**src/rtl/cus41_consts.svh**
```systemverilog
`ifndef CUS41_CONSTS_SVH
`define CUS41_CONSTS_SVH

//////////////////////////////////////////////////
// Watchdog
//////////////////////////////////////////////////

// Default counter width
// The main reset trips after 2^(width-1) vertical blanks
`define CUS41_WDOG_WIDTH 8

//////////////////////////////////////////////////
// Page codes on address bits 15 to 11
//////////////////////////////////////////////////

// Main CPU watchdog kick page at 8000h to 87FFh
`define CUS41_WDOG_PAGE 5'b10000
// Main CPU interrupt acknowledge page at 8800h to 8FFFh
`define CUS41_ACK_PAGE 5'b10001
// Scroll and priority latches for layer pair 0 at D000h
`define CUS41_LTH0_PAGE 5'b11010
// Scroll and priority latches for layer pair 1 at D800h
`define CUS41_LTH1_PAGE 5'b11011
// Sub CPU sound RAM page at 4000h to 47FFh
`define CUS41_SND_PAGE 5'b01000

`endif

```
**src/rtl/addrMapPkg.sv**
```systemverilog
package addrMapPkg;

        //////////////////////////////////////////////////
        // CPU bus inputs
        //////////////////////////////////////////////////

        // Main CPU upper address lines and write strobe
        typedef struct packed {
                logic [15:11] addr;
                // Low during a write cycle
                logic         weN;
        } mainBus_t;

        // Sub CPU upper address lines and write strobe
        typedef struct packed {
                logic [15:11] addr;
                logic         weN;
        } subBus_t;

        //////////////////////////////////////////////////
        // Chip select outputs
        //////////////////////////////////////////////////

        // Main selects are all active low
        typedef struct packed {
                logic mcs0N;   // Video RAM 1
                logic mcs1N;   // Video RAM 2
                logic mcs2N;   // Sprite RAM
                logic mcs3N;   // Unused on this board
                logic mcs4N;   // Banked ROM window
                logic mromN;   // Program ROM
                logic lth0N;
                logic lth1N;
        } mainSel_t;

        // Sub selects are active high except the sound RAM
        typedef struct packed {
                logic scs0;
                logic scs1;
                logic scs2;
                logic scs3;
                logic scs4;
                logic srom;
                logic sndN;
        } subSel_t;

endpackage

```
**src/rtl/sysCtrlPkg.sv**
```systemverilog
package sysCtrlPkg;

        //////////////////////////////////////////////////
        // Control events from the main decode
        //////////////////////////////////////////////////

        // One-cycle strobes
        typedef struct packed {
                // Clears the sub CPU interrupt
                logic irqAck;
                // Clears the watchdog counter
                logic wdogKick;
        } ctrlEvt_t;

        //////////////////////////////////////////////////
        // Board level control outputs
        //////////////////////////////////////////////////

        // Both active low
        typedef struct packed {
                // Sub CPU interrupt request
                logic sintN;
                // Main CPU reset from the watchdog
                logic mresN;
        } ctrlOut_t;

endpackage

```
**src/rtl/mainDecode.sv**
```systemverilog
`timescale 1ns/1ps
`include "cus41_consts.svh"

module mainDecode (
        input  logic                 clk6M,
        input  logic                 rstN,
        input  addrMapPkg::mainBus_t mainBus,
        output addrMapPkg::mainSel_t mainSel,
        output sysCtrlPkg::ctrlEvt_t ctrlEvt
);

        // 8K region index from the top three address bits
        logic [2:0] region;
        // Full 2K page code
        logic [4:0] page;
        // Write decodes before registering
        logic       ackWr;
        logic       kickWr;

        assign region = mainBus.addr[15:13];
        assign page   = mainBus.addr[15:11];

        //////////////////////////////////////////////////
        // Chip selects
        //////////////////////////////////////////////////

        // Pure address decode
        // Reads and writes select alike
        always_comb begin
                // Sprite RAM at 0000h to 1FFFh
                mainSel.mcs2N = (region != 3'b000);
                // Video RAM 1 at 2000h to 3FFFh
                mainSel.mcs0N = (region != 3'b001);
                // Video RAM 2 at 4000h to 5FFFh
                mainSel.mcs1N = (region != 3'b010);
                // Banked ROM window at 6000h to 7FFFh
                mainSel.mcs4N = (region != 3'b011);
                // Never selected
                mainSel.mcs3N = 1'b1;
                // Program ROM covers the whole upper half
                mainSel.mromN = ~mainBus.addr[15];
                // Scroll and priority latch pages
                // These overlap the program ROM window on purpose
                mainSel.lth0N = (page != `CUS41_LTH0_PAGE);
                mainSel.lth1N = (page != `CUS41_LTH1_PAGE);
        end

        //////////////////////////////////////////////////
        // Control strobes
        //////////////////////////////////////////////////

        // Writes only
        // Any address inside the 2K page counts
        assign ackWr  = ~mainBus.weN && (page == `CUS41_ACK_PAGE);
        assign kickWr = ~mainBus.weN && (page == `CUS41_WDOG_PAGE);

        // One register stage
        // A single-cycle write gives a single-cycle strobe
        always_ff @(posedge clk6M or negedge rstN) begin
                if (!rstN) begin
                        ctrlEvt <= '0;
                end else begin
                        ctrlEvt.irqAck   <= ackWr;
                        ctrlEvt.wdogKick <= kickWr;
                end
        end

endmodule

```
**src/rtl/subDecode.sv**
```systemverilog
`timescale 1ns/1ps
`include "cus41_consts.svh"

module subDecode (
        input  addrMapPkg::subBus_t subBus,
        output addrMapPkg::subSel_t subSel
);

        // Sub CPU latch page at 8000h to 87FFh
        localparam logic [4:0] latchPage = 5'b10000;

        // 8K region index
        logic [2:0] region;
        // 2K page code
        logic [4:0] page;
        // Sound RAM page hit
        logic       sndHit;

        assign region = subBus.addr[15:13];
        assign page   = subBus.addr[15:11];
        assign sndHit = (page == `CUS41_SND_PAGE);

        //////////////////////////////////////////////////
        // Select decode
        //////////////////////////////////////////////////

        always_comb begin
                // Shared RAM at 0000h to 1FFFh
                subSel.scs0 = (region == 3'b000);
                // Shared RAM at 2000h to 3FFFh
                subSel.scs1 = (region == 3'b001);

                // Sound RAM takes the first 2K of the 4000h window
                subSel.sndN = ~sndHit;
                // Rest of that window at 4800h to 5FFFh
                subSel.scs2 = (region == 3'b010) && !sndHit;

                // 6000h to 7FFFh
                subSel.scs3 = (region == 3'b011);

                // 8000h page is a write latch
                subSel.scs4 = (page == latchPage) && !subBus.weN;
                // Reads of the upper half go to the sub ROM
                // so a write there never reaches the ROM
                subSel.srom = subBus.addr[15] && subBus.weN;
        end

endmodule

```
**src/rtl/vblankIrq.sv**
```systemverilog
`timescale 1ns/1ps

module vblankIrq (
        input  logic clk6M,
        input  logic rstN,
        input  logic vblaN,
        input  logic irqAck,
        output logic vblankStart,
        output logic sintN
);

        // Previous sample of vertical blank
        logic vblaQ;

        //////////////////////////////////////////////////
        // Edge detect
        //////////////////////////////////////////////////

        // Reset value is high so a blank already active
        // at reset does not count as a new start
        always_ff @(posedge clk6M or negedge rstN) begin
                if (!rstN) begin
                        vblaQ <= 1'b1;
                end else begin
                        vblaQ <= vblaN;
                end
        end

        // High while the last sample was high and the line is now low
        // Consumed at the next rising edge
        assign vblankStart = vblaQ && !vblaN;

        //////////////////////////////////////////////////
        // Interrupt latch
        //////////////////////////////////////////////////

        // Set by the start of vertical blank
        // Cleared by the main CPU acknowledge strobe
        always_ff @(posedge clk6M or negedge rstN) begin
                if (!rstN) begin
                        sintN <= 1'b1;
                end else if (vblankStart) begin
                        // Set takes priority over a coincident acknowledge
                        sintN <= 1'b0;
                end else if (irqAck) begin
                        sintN <= 1'b1;
                end
        end

endmodule

```
**src/rtl/watchdog.sv**
```systemverilog
`timescale 1ns/1ps
`include "cus41_consts.svh"

module watchdog #(
        parameter int width = `CUS41_WDOG_WIDTH
) (
        input  logic clk6M,
        input  logic rstN,
        input  logic vblankStart,
        input  logic wdogKick,
        output logic mresN
);

        // Vertical blanks since the last kick
        logic [width-1:0] count;
        // Top bit reached
        logic             tripped;

        assign tripped = count[width-1];

        //////////////////////////////////////////////////
        // Counter
        //////////////////////////////////////////////////

        always_ff @(posedge clk6M or negedge rstN) begin
                if (!rstN) begin
                        count <= '0;
                end else if (wdogKick) begin
                        // Kick wins over a coincident vblank
                        count <= '0;
                end else if (vblankStart && !tripped) begin
                        // Hold once tripped
                        // so the reset stays asserted until a kick
                        count <= count + 1'b1;
                end
        end

        // Main CPU held in reset while the top bit is set
        assign mresN = ~tripped;

endmodule

```
**src/rtl/cus41.sv**
```systemverilog
`timescale 1ns/1ps
`include "cus41_consts.svh"

module cus41 #(
        parameter int wdogWidth = `CUS41_WDOG_WIDTH
) (
        input  logic                 clk6M,
        input  logic                 rstN,
        input  addrMapPkg::mainBus_t mainBus,
        input  addrMapPkg::subBus_t  subBus,
        input  logic                 vblaN,
        output addrMapPkg::mainSel_t mainSel,
        output addrMapPkg::subSel_t  subSel,
        output sysCtrlPkg::ctrlOut_t ctrl
);

        // Strobes from the main decode
        sysCtrlPkg::ctrlEvt_t ctrlEvt;
        // Vertical blank start toward the watchdog
        logic                 vblankStart;
        // Control outputs before packing
        logic                 sintN;
        logic                 mresN;

        //////////////////////////////////////////////////
        // Address decode
        //////////////////////////////////////////////////

        // Main CPU selects and control strobes
        mainDecode mainDecode_i (
                .clk6M   (clk6M),
                .rstN    (rstN),
                .mainBus (mainBus),
                .mainSel (mainSel),
                .ctrlEvt (ctrlEvt)
        );

        // Sub CPU selects
        subDecode subDecode_i (
                .subBus (subBus),
                .subSel (subSel)
        );

        //////////////////////////////////////////////////
        // Control
        //////////////////////////////////////////////////

        // Sub CPU interrupt from vertical blank
        vblankIrq vblankIrq_i (
                .clk6M       (clk6M),
                .rstN        (rstN),
                .vblaN       (vblaN),
                .irqAck      (ctrlEvt.irqAck),
                .vblankStart (vblankStart),
                .sintN       (sintN)
        );

        // Main CPU reset on missed kicks
        watchdog #(
                .width (wdogWidth)
        ) watchdog_i (
                .clk6M       (clk6M),
                .rstN        (rstN),
                .vblankStart (vblankStart),
                .wdogKick    (ctrlEvt.wdogKick),
                .mresN       (mresN)
        );

        // Board outputs
        assign ctrl.sintN = sintN;
        assign ctrl.mresN = mresN;

endmodule

```
**config.mk**
```make
export PLATFORM = sky130hd
export DESIGN_NAME = cus41
export DESIGN_NICKNAME = d
export VERILOG_FILES = /design/src/rtl/addrMapPkg.sv /design/src/rtl/sysCtrlPkg.sv /design/src/rtl/mainDecode.sv /design/src/rtl/subDecode.sv /design/src/rtl/vblankIrq.sv /design/src/rtl/watchdog.sv /design/src/rtl/cus41.sv
export VERILOG_INCLUDE_DIRS = /design/src /design/src/rtl
export SDC_FILE = /design/constraint.sdc
export NUM_CORES = 1
export LEC_CHECK = 0
export ABC_AREA = 1
export ABC_CLOCK_PERIOD_IN_PS = 1040
export BUFFER_PORTS_ARGS = -buffer_cell sky130_fd_sc_hd__clkbuf_2
export CAP_MARGIN = 30
export CORE_MARGIN = 4
export CORE_UTILIZATION = 41
export DETAILED_ROUTE_END_ITERATION = 16
export PLACE_DENSITY = 0.73
export SYNTH_ARGS = -nofsm -noshare
export SYNTH_HDL_FRONTEND = slang
export SYNTH_SLANG_ARGS = --single-unit
```
**constraint.sdc**
```tcl
create_clock -name clk6M -period 1.04 [get_ports clk6M]
set_input_delay 0.156 -clock clk6M [delete_from_list [all_inputs] [get_ports clk6M]]
set_output_delay 0.156 -clock clk6M [all_outputs]
set_load 0.01 [all_outputs]
```
==> reports/results.tsv <==
metric	value	unit
hp-class	in2reg	
peakVddDrop	0.713	mV
outcome	finished with violations	
htree_levels	1	
track_usage	0.152	
ys_async_sr_fraction	1.00	
synth-seq-cells	12	
grt_util_met1	0.169	
seq_power_share	0.423	
cts_root_buffer	clkbuf_4	
dieArea	2530	µm²
reg2reg_slack	-130	ps
final_area	1110	µm²
maxSlewViolCount	0	
start_kind	flip-flop	
hold_violations	0	
drive_gt1_frac	0.490	
dp_slack	-108	ps
cp-end-kind	flip-flop	
cap_violations	0	
fillers	145	
dp_hpwl	1360	µm
n_antenna_cell	0	
violations	negative setup slack	
arrival	1340	ps
synth_top_area_frac	0.342	
timing.hold.ws	76.9	ps
dieWidth	50.3	µm
final_nets	160	
grt_pass1_wl	2970	µm
grt-ovfl-total	0	
leakagePower	0.578	nW
grt_busiest_layer	met2	
rsz0062_at_grt	true	
pin_count	32	
power_frac_comb	0.325	
intPower	972	µW
total_power	1.43	mW
crit_fanout	7	
netlist_instances	96	
initial_utilization	0.429	
drtIter0Drc	9	
pwr-share-clk	0.252	
gp_congestion	0.853	
period_share	1.12	
cp.required	1210	ps
io_buffers	30	
power_density	1290	nW/µm²
vias	811	
drc	0	
crit_chain	nand2_4, nor2_4, nand4_1, nand2_1, nor2_2	
use_met3	0.0267	
cts_made_buffers	3	
slowest_delay	570	ps
slowest_stage	dfstp_2	
fp.coreArea	1710	µm²
syn-num-nets	112	
cts.sinks	12	
grt_use_met2	0.263	
first_global_vias	787	
p_sw_frac	0.322	
area_growth	52.3	%
yosys-top-cells-area	dfrtp_1, dfstp_2, nand2_1	
tritoncts	yes	
dr.pass1.iters	4	
finalWorstSetupSlack	-127	ps
clk_path_buf_depth	2	
insertion_delay	270	ps
grt_antenna_before_repair	0	
place_area	951	µm²
finalClockSkew	3.86	ps
p_switching	462	µW
fin_cells	168	
fmax	857	MHz
finalCriticalPeriod	1170	ps
clk_pin_slew	70	ps
wl	1840	µm
wl_per_cell	11.0	µm
ys_seq_area_frac	0.414	
grt_max_degree	13	
die_h	50.3	µm
syn_area	732	µm²
ys_types	24	
ys_warn_count	0	
ant_nets	0	
synth_top_flop_cell	dfrtp_1	
setup_viol	11	
worstSetupPathType	reg2reg	
syn_area_per_cell	7.62	µm²
dp.cells	156	
synth_edf_count	0	
viasPerCell	4.83	
netlist.top_cell.by_area	dfrtp_1	
fp-row-count	15	
## layout by cell type (no fill, tap or decap), types with 4 or more instances in the layout
cell	n
inv_1	11
nand3_1	8
a21oi_1	4
buf_4	13
nor3_1	4
nor2_1	7
dfrtp_1	10
clkbuf_2	27
nand2_1	13
## layer usage
layer  wire length (µm)  up-vias
met5                  0        -
met4                 29        0
met3                116        4
met2                891       31
met1                807      366
li1                   -      410
## cell families after synthesis
family / synth area share
simple gates: 0.398
buf+inv: 0.108
flops: 0.414
compound gates: 0.0581
fa+ha+maj: 0.0171
other cells: 0.00512
## cells in the mapped netlist (3+ instances only)
| cell | number |
|---|---|
| a21oi_1 | 4 |
| buf_4 | 3 |
| dfrtp_1 | 10 |
| inv_1 | 13 |
| nand2_1 | 14 |
| nand2_2 | 3 |
| nand3_1 | 10 |
| nand4_1 | 3 |
| nor2_1 | 9 |
| nor3_1 | 5 |
| nor4_1 | 3 |
## power by group through the flow
stage	Clock (mW)	Combinational [mW]	Sequential [mW]
finish	0.361	0.466	0.606
global route	0.402	0.520	0.614
floorplan	0	0.222	0.609
CTS	0.378	0.420	0.603
global placement	0	0.386	0.610
detailed placement	0	0.393	0.611
## path summary, 6_finish.rpt
path                                         start                      end  cells past startpoint
hold reg to reg            mainDecode_i.ctrlEvt[0]      watchdog_i.count[7]                      1
hold / removal                          mainBus[1]  mainDecode_i.ctrlEvt[0]                      2
setup / recovery                 vblankIrq_i.vblaQ      watchdog_i.count[5]                      5
max in group asynchronous                     rstN        vblankIrq_i.sintN                      2
setup reg to reg                 vblankIrq_i.vblaQ      watchdog_i.count[5]                      5
min in group asynchronous                     rstN      watchdog_i.count[4]                      2
## timing repair
item | CTS | global route
endpoints found under the setup margin | 8 | 12
hold buffers | 2 | 0
gates resized for setup | 5 | 15
hold endpoints to repair | 11 | 0
cloned | 0 | 0
setup buffers | 3 | 3
pin swaps | 7 | 7
## critical path: cells and delay by family, from the launching register on
kind / cells / cell delay [ps]
simple gates: 5 / 510
flops: 1 / 570
## stage by stage
stage | utilization | TNS, ps
final | 0.653 | -777
after global routing | 0.653 | -1430
after CTS | 0.613 | -649
after detailed placement | 0.557 | -205
after global placement | 0.557 | -53.6
after floorplan | - | -5.35
## flip-flops by register name, indices dropped and copies added (netlist names)
name                  count
watchdog_i.count          8
mainDecode_i.ctrlEvt      2
vblankIrq_i.sintN         1
vblankIrq_i.vblaQ         1
## area by class of cell
cell class,instances,area [µm²],area share
Timing Repair Buffer,46,292,0.262
Sequential cell,12,303,0.272
Tap cell,25,31.3,0.0281
Clock buffer,4,36.3,0.0325
Inverter,15,56.3,0.0505
Multi-Input combinational cell,66,397,0.356
(Power assumes the default switching activity.)
